==> config.mk <==
export PLATFORM = sky130hd
export DESIGN_NAME = bf16_block_scaler
export DESIGN_NICKNAME = d
export VERILOG_FILES = /design/src/hdl/bf16_block_pkg.sv /design/src/hdl/bf16_block_if.sv /design/src/hdl/bf16_block_decode.sv /design/src/hdl/math_bf16_max_tree.sv /design/src/hdl/bf16_block_execute.sv /design/src/hdl/bf16_block_result.sv /design/src/hdl/bf16_block_scaler.sv
export SDC_FILE = /design/constraint.sdc
export NUM_CORES = 1
export LEC_CHECK = 0
export BUFFER_PORTS_ARGS = -buffer_cell sky130_fd_sc_hd__buf_2
export CORE_ASPECT_RATIO = 0.5
export CORE_MARGIN = 3
export CORE_UTILIZATION = 61
export DETAILED_ROUTE_END_ITERATION = 10
export GPL_TIMING_DRIVEN = 1
export PLACE_DENSITY = 0.81
export SKIP_LAST_GASP = 1
export SLEW_MARGIN = 20
export SYNTH_ARGS = -nofsm -noshare
export SYNTH_HDL_FRONTEND = slang
export SYNTH_SLANG_ARGS = --single-unit
==> constraint.sdc <==
create_clock -name i_clk -period 7.7 [get_ports i_clk]
set_input_delay 1.54 -clock i_clk [delete_from_list [all_inputs] [get_ports i_clk]]
set_output_delay 1.54 -clock i_clk [all_outputs]
set_load 0.005 [all_outputs]
==> src/hdl/bf16_block_pkg.sv <==
package bf16_block_pkg;

    // --------------------------------------------------
    // BF16 field types
    // --------------------------------------------------

    // One BF16 word, sign on top
    typedef struct packed {
        logic       sign;
        logic [7:0] exponent;
        logic [6:0] mantissa;
    } bf16_t;

    // Biased exponent field alone
    typedef logic [7:0] bf16_exp_t;

    // Quantized lane in two's complement
    typedef logic signed [7:0] q8_t;

    // --------------------------------------------------
    // Command opcodes
    // --------------------------------------------------

    // Codes 2 and 3 are illegal
    typedef enum logic [1:0] {
        BLK_OP_MAX   = 2'd0,
        BLK_OP_QUANT = 2'd1
    } blk_op_e;

    // Exponent of Inf and NaN
    localparam bf16_exp_t BF16_EXP_SPECIAL = 8'hFF;

    // Right shift at which a lane is all gone
    localparam int Q8_SHIFT_LIMIT = 8;

endpackage : bf16_block_pkg

==> src/hdl/bf16_block_if.sv <==
// --------------------------------------------------
// Decode to execute
// --------------------------------------------------

interface blk_dec_if import bf16_block_pkg::*; #(
    parameter int NUM_INPUTS = 8
);
    // High for one cycle per command
    logic                   valid;
    blk_op_e                op;
    logic                   bad_op;
    // Lane 0 in the low word, zeroed on bad_op
    bf16_t [NUM_INPUTS-1:0] values;

    modport source (output valid, output op, output bad_op, output values);
    modport sink   (input valid, input op, input bad_op, input values);
endinterface : blk_dec_if

// --------------------------------------------------
// Execute to result
// --------------------------------------------------

interface blk_exe_if import bf16_block_pkg::*; #(
    parameter int NUM_INPUTS = 8
);
    localparam int IDX_W = $clog2(NUM_INPUTS);

    logic                   valid;
    blk_op_e                op;
    logic                   bad_op;
    bf16_t [NUM_INPUTS-1:0] values;
    // Winner of the max tree
    bf16_t                  max;
    logic [IDX_W-1:0]       max_index;
    // Block scale, zero for an all-zero block
    bf16_exp_t              shared_exp;
    logic                   all_zero;
    // Shared exponent is Inf/NaN
    logic                   special;

    modport source (output valid, output op, output bad_op, output values, output max,
                    output max_index, output shared_exp, output all_zero, output special);
    modport sink   (input valid, input op, input bad_op, input values, input max,
                    input max_index, input shared_exp, input all_zero, input special);
endinterface : blk_exe_if

==> src/hdl/bf16_block_decode.sv <==
module bf16_block_decode import bf16_block_pkg::*; #(
    parameter int NUM_INPUTS = 8
) (
    input  logic                    i_clk,
    input  logic                    i_reset,
    input  logic                    i_start,
    input  logic [1:0]              i_op,
    input  logic [NUM_INPUTS*16-1:0] i_values_flat,
    blk_dec_if.source               dec
);

    // --------------------------------------------------
    // Opcode check
    // --------------------------------------------------

    blk_op_e w_op;
    logic    w_legal;

    // Raw code kept even when illegal
    assign w_op = blk_op_e'(i_op);

    // Only two codes mean anything
    assign w_legal = (w_op == BLK_OP_MAX) || (w_op == BLK_OP_QUANT);

    // --------------------------------------------------
    // Command register
    // --------------------------------------------------

    // One cycle strobe follows i_start
    always_ff @(posedge i_clk) begin
        if (i_reset) begin
            dec.valid  <= 1'b0;
            dec.op     <= BLK_OP_MAX;
            dec.bad_op <= 1'b0;
        end else begin
            dec.valid <= i_start;
            if (i_start) begin
                dec.op     <= w_op;
                dec.bad_op <= !w_legal;
            end
        end
    end

    // Block captured only with a command
    // Illegal command leaves a clean zero block behind
    always_ff @(posedge i_clk) begin
        if (i_start) begin
            dec.values <= w_legal ? i_values_flat : '0;
        end
    end

endmodule : bf16_block_decode

==> src/hdl/math_bf16_max_tree.sv <==
module math_bf16_max_tree import bf16_block_pkg::*; #(
    parameter int NUM_INPUTS = 8
) (
    input  logic [NUM_INPUTS*16-1:0]      i_values_flat,
    output logic [15:0]                   ow_max,
    output logic [$clog2(NUM_INPUTS)-1:0] ow_max_index,
    output logic                          ow_all_zero
);

    // --------------------------------------------------
    // Tree geometry
    // --------------------------------------------------

    localparam int NUM_LEVELS = $clog2(NUM_INPUTS);
    localparam int IDX_W      = $clog2(NUM_INPUTS);

    // Leaves plus comparators, a full binary tree
    localparam int NUM_NODES  = 2*NUM_INPUTS - 1;

    // Root sits in the last slot
    localparam int ROOT       = NUM_NODES - 1;

    // Node layout, level by level
    // Leaves in 0 .. N-1, level 1 from N, level 2 from N + N/2 and so on
    // Start of level l is 2N - (2N >> l)
    bf16_t            node_val [NUM_NODES];
    logic [IDX_W-1:0] node_idx [NUM_NODES];

    // --------------------------------------------------
    // Leaves and zero detect
    // --------------------------------------------------

    logic [NUM_INPUTS-1:0] w_lane_zero;

    for (genvar i = 0; i < NUM_INPUTS; i++) begin : gen_leaf
        // Lane i from its 16 bit slot
        assign node_val[i] = i_values_flat[i*16 +: 16];
        assign node_idx[i] = IDX_W'(i);

        // Exponent zero counts as zero
        // so subnormals fall in here too
        assign w_lane_zero[i] = (node_val[i].exponent == 8'h00);
    end

    assign ow_all_zero = &w_lane_zero;

    // --------------------------------------------------
    // Comparator levels
    // --------------------------------------------------

    for (genvar lvl = 0; lvl < NUM_LEVELS; lvl++) begin : gen_level
        // First source node of this level
        localparam int SRC   = 2*NUM_INPUTS - ((2*NUM_INPUTS) >> lvl);
        // First node of the next level
        localparam int DST   = 2*NUM_INPUTS - (NUM_INPUTS >> lvl);
        // Comparators at this level
        localparam int NODES = NUM_INPUTS >> (lvl + 1);

        for (genvar n = 0; n < NODES; n++) begin : gen_node
            bf16_t       w_a;
            bf16_t       w_b;
            logic        w_a_nan;
            logic        w_b_nan;
            logic [14:0] w_a_mag;
            logic [14:0] w_b_mag;
            logic        w_a_sel;

            // Lower index on side a
            assign w_a = node_val[SRC + 2*n];
            assign w_b = node_val[SRC + 2*n + 1];

            // NaN needs all ones exponent and some mantissa
            assign w_a_nan = (w_a.exponent == BF16_EXP_SPECIAL) && (w_a.mantissa != 7'h00);
            assign w_b_nan = (w_b.exponent == BF16_EXP_SPECIAL) && (w_b.mantissa != 7'h00);

            // Sign dropped for magnitude
            assign w_a_mag = {w_a.exponent, w_a.mantissa};
            assign w_b_mag = {w_b.exponent, w_b.mantissa};

            // NaN on side a wins first
            // then NaN on side b, then magnitude
            // Equal magnitudes keep side a, the lower index
            assign w_a_sel = w_a_nan || (!w_b_nan && (w_a_mag >= w_b_mag));

            assign node_val[DST + n] = w_a_sel ? w_a : w_b;
            assign node_idx[DST + n] = w_a_sel ? node_idx[SRC + 2*n]
                                               : node_idx[SRC + 2*n + 1];
        end
    end

    // --------------------------------------------------
    // Root
    // --------------------------------------------------

    assign ow_max       = node_val[ROOT];
    assign ow_max_index = node_idx[ROOT];

endmodule : math_bf16_max_tree

==> src/hdl/bf16_block_execute.sv <==
module bf16_block_execute import bf16_block_pkg::*; #(
    parameter int NUM_INPUTS = 8
) (
    input  logic      i_clk,
    input  logic      i_reset,
    blk_dec_if.sink   dec,
    blk_exe_if.source exe
);

    localparam int IDX_W = $clog2(NUM_INPUTS);

    bf16_t            w_max;
    logic [IDX_W-1:0] w_max_index;
    logic             w_all_zero;
    bf16_exp_t        w_shared_exp;

    // --------------------------------------------------
    // Max search over the decoded block
    // --------------------------------------------------

    math_bf16_max_tree #(
        .NUM_INPUTS    (NUM_INPUTS)
    ) u_max_tree (
        .i_values_flat (dec.values),
        .ow_max        (w_max),
        .ow_max_index  (w_max_index),
        .ow_all_zero   (w_all_zero)
    );

    // Scale taken from the winner
    // Forced to zero for an all-zero block
    assign w_shared_exp = w_all_zero ? 8'h00 : w_max.exponent;

    // --------------------------------------------------
    // Stage register
    // --------------------------------------------------

    always_ff @(posedge i_clk) begin
        if (i_reset) begin
            exe.valid    <= 1'b0;
            exe.op       <= BLK_OP_MAX;
            exe.bad_op   <= 1'b0;
            exe.all_zero <= 1'b0;
            exe.special  <= 1'b0;
        end else begin
            exe.valid <= dec.valid;
            if (dec.valid) begin
                exe.op       <= dec.op;
                exe.bad_op   <= dec.bad_op;
                exe.all_zero <= w_all_zero;
                // Inf or NaN at the top of the block
                exe.special  <= (w_shared_exp == BF16_EXP_SPECIAL);
            end
        end
    end

    // Block and tree results move with the command
    always_ff @(posedge i_clk) begin
        if (dec.valid) begin
            exe.values     <= dec.values;
            exe.max        <= w_max;
            exe.max_index  <= w_max_index;
            exe.shared_exp <= w_shared_exp;
        end
    end

endmodule : bf16_block_execute

==> src/hdl/bf16_block_result.sv <==
module bf16_block_result import bf16_block_pkg::*; #(
    parameter int NUM_INPUTS = 8
) (
    input  logic                           i_clk,
    input  logic                           i_reset,
    blk_exe_if.sink                        exe,
    output logic                           o_done,
    output logic                           o_bad_op,
    output blk_op_e                        o_op,
    output bf16_t                          o_max,
    output logic [$clog2(NUM_INPUTS)-1:0]  o_max_index,
    output bf16_exp_t                      o_shared_exp,
    output logic                           o_all_zero,
    output logic                           o_special,
    output logic [NUM_INPUTS*8-1:0]        o_quant_flat
);

    logic                   w_quant_en;
    q8_t [NUM_INPUTS-1:0]   w_quant;

    // Lanes switch only for a quantize with a finite scale
    assign w_quant_en = exe.valid && (exe.op == BLK_OP_QUANT) && !exe.special;

    // --------------------------------------------------
    // Lane quantizers
    // --------------------------------------------------

    for (genvar i = 0; i < NUM_INPUTS; i++) begin : gen_lane
        bf16_t      w_lane;
        logic [7:0] w_sig;
        logic [8:0] w_shift;
        logic [7:0] w_mag;

        // Operand isolation, lane held at zero when idle
        assign w_lane = w_quant_en ? exe.values[i] : '0;

        // Hidden one restored
        // Zero or subnormal gives no significand
        assign w_sig = (w_lane.exponent == 8'h00) ? 8'h00 : {1'b1, w_lane.mantissa};

        // Distance below the shared exponent, plus one for the sign bit
        // Never negative, the max holds the largest exponent
        assign w_shift = {1'b0, exe.shared_exp} - {1'b0, w_lane.exponent} + 9'd1;

        // Truncation toward zero
        // Only the low three shift bits matter below the limit
        assign w_mag = (w_shift >= 9'(Q8_SHIFT_LIMIT)) ? 8'h00 : (w_sig >> w_shift[2:0]);

        // Magnitude tops out at 127 so negation always fits
        assign w_quant[i] = w_lane.sign ? q8_t'(-w_mag) : q8_t'(w_mag);
    end

    // --------------------------------------------------
    // Output registers
    // --------------------------------------------------

    // Done follows valid, results hold until the next one
    always_ff @(posedge i_clk) begin
        if (i_reset) begin
            o_done       <= 1'b0;
            o_bad_op     <= 1'b0;
            o_op         <= BLK_OP_MAX;
            o_max        <= '0;
            o_max_index  <= '0;
            o_shared_exp <= '0;
            o_all_zero   <= 1'b0;
            o_special    <= 1'b0;
            o_quant_flat <= '0;
        end else begin
            o_done <= exe.valid;
            if (exe.valid) begin
                o_bad_op     <= exe.bad_op;
                o_op         <= exe.op;
                o_max        <= exe.max;
                o_max_index  <= exe.max_index;
                o_shared_exp <= exe.shared_exp;
                o_all_zero   <= exe.all_zero;
                o_special    <= exe.special;
                // Zero for max-only and special blocks
                o_quant_flat <= w_quant;
            end
        end
    end

endmodule : bf16_block_result

==> src/hdl/bf16_block_scaler.sv <==
module bf16_block_scaler #(
    parameter int NUM_INPUTS = 8
) (
    input  logic                          i_clk,
    input  logic                          i_reset,
    // Command in
    input  logic                          i_start,
    input  logic [1:0]                    i_op,
    input  logic [NUM_INPUTS*16-1:0]      i_values_flat,
    // Result out, three stages later
    output logic                          o_done,
    output logic                          o_bad_op,
    output logic [1:0]                    o_op,
    output logic [15:0]                   o_max,
    output logic [$clog2(NUM_INPUTS)-1:0] o_max_index,
    output logic [7:0]                    o_shared_exp,
    output logic                          o_all_zero,
    output logic                          o_special,
    output logic [NUM_INPUTS*8-1:0]       o_quant_flat
);

    // --------------------------------------------------
    // Stage links
    // --------------------------------------------------

    blk_dec_if #(.NUM_INPUTS(NUM_INPUTS)) dec_if ();
    blk_exe_if #(.NUM_INPUTS(NUM_INPUTS)) exe_if ();

    // --------------------------------------------------
    // Pipeline
    // --------------------------------------------------

    // Stage 1, command capture
    bf16_block_decode #(
        .NUM_INPUTS    (NUM_INPUTS)
    ) u_decode (
        .i_clk         (i_clk),
        .i_reset       (i_reset),
        .i_start       (i_start),
        .i_op          (i_op),
        .i_values_flat (i_values_flat),
        .dec           (dec_if.source)
    );

    // Stage 2, max search and scale
    bf16_block_execute #(
        .NUM_INPUTS (NUM_INPUTS)
    ) u_execute (
        .i_clk      (i_clk),
        .i_reset    (i_reset),
        .dec        (dec_if.sink),
        .exe        (exe_if.source)
    );

    // Stage 3, quantize and hold
    bf16_block_result #(
        .NUM_INPUTS   (NUM_INPUTS)
    ) u_result (
        .i_clk        (i_clk),
        .i_reset      (i_reset),
        .exe          (exe_if.sink),
        .o_done       (o_done),
        .o_bad_op     (o_bad_op),
        .o_op         (o_op),
        .o_max        (o_max),
        .o_max_index  (o_max_index),
        .o_shared_exp (o_shared_exp),
        .o_all_zero   (o_all_zero),
        .o_special    (o_special),
        .o_quant_flat (o_quant_flat)
    );

endmodule : bf16_block_scaler

==> impl_metrics.py, run 1 <==
metrics = {
    "synth": {
        "synth_seq_area_share_pct": 44.12,
        "synth_top_area_share_pct": 35.24,
        "synth_area_leader_cell": "edfxtp_1",
        "synthXorXnorAreaFrac_pct": 2.070,
        "synth_area_um2": 24120,
        "synth_top_family_by_area": "simple AND/OR/NAND/NOR gates",
        "synth-compound-area-share_pct": 12.45,
        "yosys.cell_count.top_type": "edfxtp_1",
        "synth_simple_gate_area_share_pct": 17.12,
        "synth_mux_area_share_pct": 7.523,
        "synth_ff_type": "edfxtp_1",
        "ys_warn_count": 0,
        "netlist_top_cells_count": "edfxtp_1, nand2_1, ha_1",
        "async_flop_share_pct": 0,
        "synth_edf_count": 283,
        "synth.area.top_cells": "edfxtp_1, ha_1, dfxtp_1",
        "synthCells": 2402,
        "syn_nets": 2771,
        "ys_ff_latch": 390,
        "synth_fa_ha_area_share_pct": 12.53,
        "synthDistinctLibCells": 84,
        "avgSynthCellArea_um2": 10.04,
    },
    "placement": {
        "place_area_um2": 25920,
        "portBuffers": 229,
        "gp_congestion": 1.003,
        "dpl.cell_count": 3102,
        "post-dp-hpwl_mm": 54.70,
    },
    "layout": {
        "drive_gt1_share_pct": 15.31,
        "fillers": 2790,
        "fin_cells": 3174,
        "fin_nets": 2992,
        "stdcell_area_um2": 27280,
        "synthToLayoutAreaGrowth_pct": 13.11,
    },
    "global_route": {
        "grt_pass1_wl_mm": 109.6,
        "antenna_found_initial": 3,
        "grt_pass1_vias": 18380,
        "grt-ovfl-total": 0,
        "grt_use_total_pct": 33.94,
        "grt_max_degree": 123,
    },
    "worst_setup_path": {
        "critPathTopFamily": "compound AO/OA/AOI/OAI gates",
        "cpMostUsedCell": "a21o_1",
        "crit_path_max_incr_delay_ns": 0.52,
        "end_kind": "register",
        "critPathBufInv": 4,
        "path_class": "reg -> reg",
        "crit_fanout": 15,
        "arrival_ns": 7.65,
        "crit_path_start_kind": "register",
        "worst_ep_required_time_ns": 7.99,
        "slowest_stage": "edfxtp_1",
    },
    "power_and_ir_drop": {
        "ir_drop_uv": 191.0,
        "p_leak_nw": 11.21,
        "total_power_w": 0.007288,
        "pwr_density_cell_nw_per_um2": 267.2,
    },
    "route": {
        "drt_iter0_markers": 2551,
        "firstDrtPassIters": 6,
        "wl_per_cell_um": 22.86,
        "ant_nets": 0,
        "vias": 19720,
        "routed_wirelength_mm": 72.57,
        "drc": 0,
        "viasPerCell": 6.214,
    },
    "timing": {
        "skew_ns": 0.02697,
        "timing.final.crit_share_pct": 95.62,
        "slew_viol_final": 0,
        "max_freq_mhz": 135.8,
        "tightest_slew_ns": 1.166,
        "relSlewSlack_pct": 22.24,
        "fin_crit_ns": 7.363,
        "setup_violations": 0,
        "tns_ns": 0,
        "rsz0062_at_grt": "false",
        "hold_viol_final": 0,
    },
    "floorplan": {
        "start_util_pct": 63.20,
        "die_w_um": 287.2,
        "io_pins": 230,
        "dieArea_um2": 42100,
        "dieHeight_um": 146.6,
        "core_area_um2": 38160,
        "num_rows": 50,
    },
    "clocking": {
        "cts_max_level": 2,
        "insertion_delay_ns": 0.55,
        "cts_tree": "yes",
        "clockBufferDepth": 3,
        "cts.sinks": 390,
        "cts.clk_slew.worst_paths_ns": 0.07,
        "cts_buffers": 37,
        "clockRootBuffer": "clkbuf_16",
    },
    "min_path": {
        "hp-class": "reg -> reg",
    },
    "flow_run": {
        "maxCapViolations": 0,
    },
    "outcome": {
        "status": "finished, final reports clean",
    },
}
repair_timing:
action	4_1_cts	5_1_grt
setup buffers	0	2
gates resized for setup	0	7
endpoints found under the setup margin	0	19
endpoints found under the hold margin	0	0
hold buffers	0	0
per-layer routing:
layer	GRT usage, %	part of all wire (%)
met1	51.74	44
met3	10.16	13
met5	0	0.040
met2	46.62	40
met4	8.841	2.7
cells in the final DEF (no fill, tap or decap), types with 8 or more instances in the layout:
| cell | count |
|---|---|
| nand3_1 | 43 |
| nor2_1 | 147 |
| nor3_1 | 41 |
| mux2i_1 | 120 |
| and3_1 | 17 |
| o211ai_1 | 10 |
| a21o_1 | 40 |
| nand2_1 | 238 |
| o21bai_1 | 10 |
| a211oi_1 | 11 |
| xnor2_1 | 26 |
| edfxtp_1 | 283 |
| nand4_1 | 37 |
| clkbuf_16 | 42 |
| buf_4 | 46 |
| inv_1 | 166 |
| a21oi_1 | 178 |
| buf_2 | 226 |
| nand2b_1 | 24 |
| nor4_1 | 44 |
| xor2_1 | 31 |
| mux2_4 | 11 |
| o21a_1 | 17 |
| and2_1 | 25 |
| mux2_1 | 9 |
| a22oi_1 | 9 |
| o22ai_1 | 15 |
| a31oi_1 | 30 |
| nor2b_1 | 157 |
| dfxtp_1 | 105 |
| o21ai_0 | 74 |
| ha_1 | 228 |
| mux2_2 | 23 |
| fa_1 | 8 |
| a221oi_1 | 9 |
kinds of logic (layout without fill, tap and decap cells):
family | count (synthesis) | in the layout
buffers and inverters | 261 | 511
adder cells (fa/ha/maj) | 237 | 237
other | 0 | 2
flip-flops | 390 | 390
XOR/XNOR | 57 | 57
AO/OA/AOI/OAI | 474 | 474
AND/OR/NAND/NOR | 815 | 815
multiplexers | 168 | 168
layout make-up:
type / instances / area, µm² / share of cell area [%]
inverters: 168 / 630.6 / 2.312
multi-input cells: 1751 / 12540 / 45.96
clock inverters: 19 / 183.9 / 0.6742
flip-flops and latches: 390 / 10650 / 39.02
clock buffers: 49 / 1107 / 4.059
diodes: 2 / 5.005 / 0.01835
repair buffers: 275 / 1519 / 5.568
well taps: 520 / 650.6 / 2.385
worst min-delay path: stages (launching register included):
cell and delay [ns]:
dfxtp_1 0.30, nand2_1 0.06, a21oi_1 0.05
where the power goes:
group	switching [W]	internal, W
Clock	0.000837	0.00112
Sequential	0.000228	0.00248
Combinational	0.00150	0.00112
Total	0.00257	0.00472
final timing paths:
check	from	endpoint	slack (ns)	cells past startpoint
worst max-delay path	u_decode.dec.values[24]	u_execute.exe.max[0]	0.34	35
worst min-delay path	u_result.o_quant_flat[20]	u_result.o_quant_flat[20]	0.46	2
worst max register to register	u_decode.dec.values[24]	u_execute.exe.max[0]	0.34	35
worst min register to register	u_result.o_quant_flat[20]	u_result.o_quant_flat[20]	0.46	2
flip-flops by register name, indices dropped and copies added, names as in the netlist, 2 cells and up:
signal                    count
u_decode.dec.op               2
u_decode.dec.values         128
u_execute.exe.max            16
u_execute.exe.max_index       3
u_execute.exe.op              2
u_execute.exe.shared_exp      8
u_execute.exe.values        128
u_result.o_max               16
u_result.o_max_index          3
u_result.o_op                 2
u_result.o_quant_flat        64
u_result.o_shared_exp         8
through the flow:
stage	setup WS [ns]	hold slack, ns	utilization, %
floorplan	0.6735	0.4204	-
global placement	0.5337	0.4453	67.93
detailed placement	0.3673	0.4515	67.93
CTS	0.3321	0.4602	71.31
global route	0.01290	0.4812	71.47
finish	0.3375	0.4569	71.48
Power figures use the tool's default switching activity.
==> inputs of run 2 (changes only) <==
ABC_AREA = 0   (was default)
CORE_UTILIZATION = 43   (was 61)
PLACE_DENSITY = 0.6   (was 0.81)
==> run 2 against run 1 <==
  * Fmax grew 1.2%
  * Clock skew decreased by 0.0097 ns
  * Worst hold slack better by 0.00099 ns
==> impl_metrics.py, run 2 (same netlist as run 1, synthesis figures left out) <==
metrics = {
    "clocking": {
        "cts_tree": "yes",
        "cts_buffers": 39,
        "clockRootBuffer": "clkbuf_16",
        "clockBufferDepth": 3,
        "cts_max_level": 2,
        "cts.sinks": 390,
        "hold_buffers": 0,
        "cts.clk_slew.worst_paths_ns": 0.07,
        "insertion_delay_ns": 0.56,
    },
    "global_route": {
        "grt_pass1_wl_mm": 108.4,
        "grt_max_degree": 74,
        "grt.met3_usage_pct": 4.796,
        "grt-ovfl-total": 0,
        "grt_pass1_vias": 17540,
        "grt-busiest-layer": "met1",
        "met1_usage_pct": 38.41,
        "grtUsageMet2_pct": 32.79,
        "grt_use_total_pct": 23.94,
        "antenna_found_initial": 2,
    },
    "timing": {
        "slew_viol_final": 0,
        "hold_viol_final": 0,
        "setup_violations": 0,
        "tns_ns": 0,
        "fin_crit_ns": 7.273,
        "timing.final.crit_share_pct": 94.45,
        "relSlewSlack_pct": 26.39,
        "rsz0062_at_grt": "false",
        "skew_ns": 0.01730,
        "worst_slack_ns": 0.4273,
        "tightest_slew_ns": 1.103,
        "max_freq_mhz": 137.5,
    },
    "worst_setup_path": {
        "arrival_ns": 7.58,
        "cpMostUsedCell": "a21o_1",
        "slowest_stage": "edfxtp_1",
        "end_kind": "register",
        "crit_path_start_kind": "register",
        "worst_ep_required_time_ns": 8.00,
        "path_class": "reg -> reg",
        "critPathBufInv": 3,
        "critPathTopFamily": "compound AO/OA/AOI/OAI gates",
        "crit_path_max_incr_delay_ns": 0.49,
        "crit_fanout": 15,
    },
    "min_path": {
        "hp-class": "reg -> reg",
    },
    "placement": {
        "gp_congestion": 1.008,
        "post-dp-hpwl_mm": 55.96,
        "dp_slack_ns": 0.4255,
        "portBuffers": 229,
    },
    "route": {
        "routed_wirelength_mm": 72.70,
        "drc": 0,
        "vias": 18950,
        "ant_nets": 0,
        "firstDrtPassIters": 5,
        "wl_per_cell_um": 21.31,
        "drt_iter0_markers": 1998,
        "viasPerCell": 5.553,
    },
    "power_and_ir_drop": {
        "combPwrFrac_pct": 35.9,
        "p_int_w": 0.004678,
        "p_clk_share_pct": 26.8,
        "p_sw_w": 0.002564,
        "p_leak_nw": 11.25,
        "ir_drop_uv": 208.2,
        "pwr_density_cell_nw_per_um2": 262.2,
        "switching_share_pct": 35.41,
        "seq_power_share_pct": 37.4,
    },
    "layout": {
        "final_cell_mix": "edfxtp_1, nand2_1, ha_1",
        "ff_latch_area_um2": 10650,
        "reg_top3": "u_decode.dec.values x128, u_execute.exe.values x128, u_result.o_quant_flat x64",
        "synthToLayoutAreaGrowth_pct": 14.50,
        "utilization_pct": 50.60,
        "fillers": 5077,
        "drive_gt1_share_pct": 16.00,
        "antenna_cells": 0,
        "fin_nets": 3008,
        "final_common_cell": "edfxtp_1",
        "multi_input_area_um2": 12540,
    },
    "floorplan": {
        "dieHeight_um": 173.5,
        "core_area_um2": 54580,
        "io_pins": 230,
        "dieArea_um2": 59140,
        "num_rows": 60,
        "start_util_pct": 44.19,
        "die_w_um": 340.9,
    },
    "flow_run": {
        "maxCapViolations": 0,
    },
    "outcome": {
        "status": "finished, final reports clean",
    },
}
[run 2: changes by cell type in the layout (fill, tap and decap cells not counted), moves of 2 or more]
cell / delta
mux2i_1: -3
clkinv_2: +5
buf_4: +17
clkinvlp_4: +2
diode_2: -2
mux2i_2: +3
clkinv_1: -2
buf_6: -2
inv_4: -3
[run 2: what timing repair did]
item,CTS,global route
gates resized for setup,0,9
setup buffers,0,8
setup endpoints to repair,0,27
[run 2: metrics by stage]
| step | std cells | total power [W] | area, µm² | hold slack, ns |
|---|---|---|---|---|
| 3_5_place_dp | 3334 | 0.005260 | 26250 | 0.4518 |
| 2_1_floorplan | 2402 | 0.004532 | 24120 | 0.4204 |
| 3_3_place_gp | 3334 | 0.005239 | 26250 | 0.4465 |
| 6_report | 3412 | 0.007242 | 27610 | 0.4579 |
| 5_1_grt | 3412 | 0.007663 | 27610 | 0.4763 |
| 4_1_cts | 3404 | 0.007212 | 27510 | 0.4614 |
[run 2: routing by layer]
layer  part of all wire (%)  up-vias
li1                       -     9197
met2                     39      620
met4                    1.7        4
met5                  0.037        -
met1                     51     9051
met3                    8.0       75
[run 2: area by class of cell]
cell class              count  share of cell area [%]
multi-input cells        1751                   45.41
inverters                 168                   2.284
flip-flops and latches    390                   38.55
well taps                 744                   3.371
clock inverters            21                  0.6389
clock buffers              49                   3.933
repair buffers            289                   5.809
[run 2: worst paths after layout]
check                                               start  depth (start not counted)                           to  slack (ns)
worst max-delay path              u_decode.dec.values[38]                         36  u_execute.exe.shared_exp[5]        0.43
worst min-delay path            u_result.o_quant_flat[52]                          2    u_result.o_quant_flat[52]        0.46
worst max register to register    u_decode.dec.values[38]                         36  u_execute.exe.shared_exp[5]        0.43
worst min register to register  u_result.o_quant_flat[52]                          2    u_result.o_quant_flat[52]        0.46
[run 2: tightest hold or removal path: cells and delay by family, from the launching register on]
kind | cells | cell delay (ns)
and+or+nand+nor | 1 | 0.06
AOI/OAI and AO/OA | 1 | 0.05
DFF | 1 | 0.31
[run 2: power by group through the flow]
stage / clock network (W) / registers, W / logic (W)
floorplan: 0 / 0.00263 / 0.00190
global placement: 0 / 0.00275 / 0.00249
detailed placement: 0 / 0.00274 / 0.00252
CTS: 0.00197 / 0.00270 / 0.00254
global route: 0.00206 / 0.00272 / 0.00288
finish: 0.00194 / 0.00271 / 0.00260
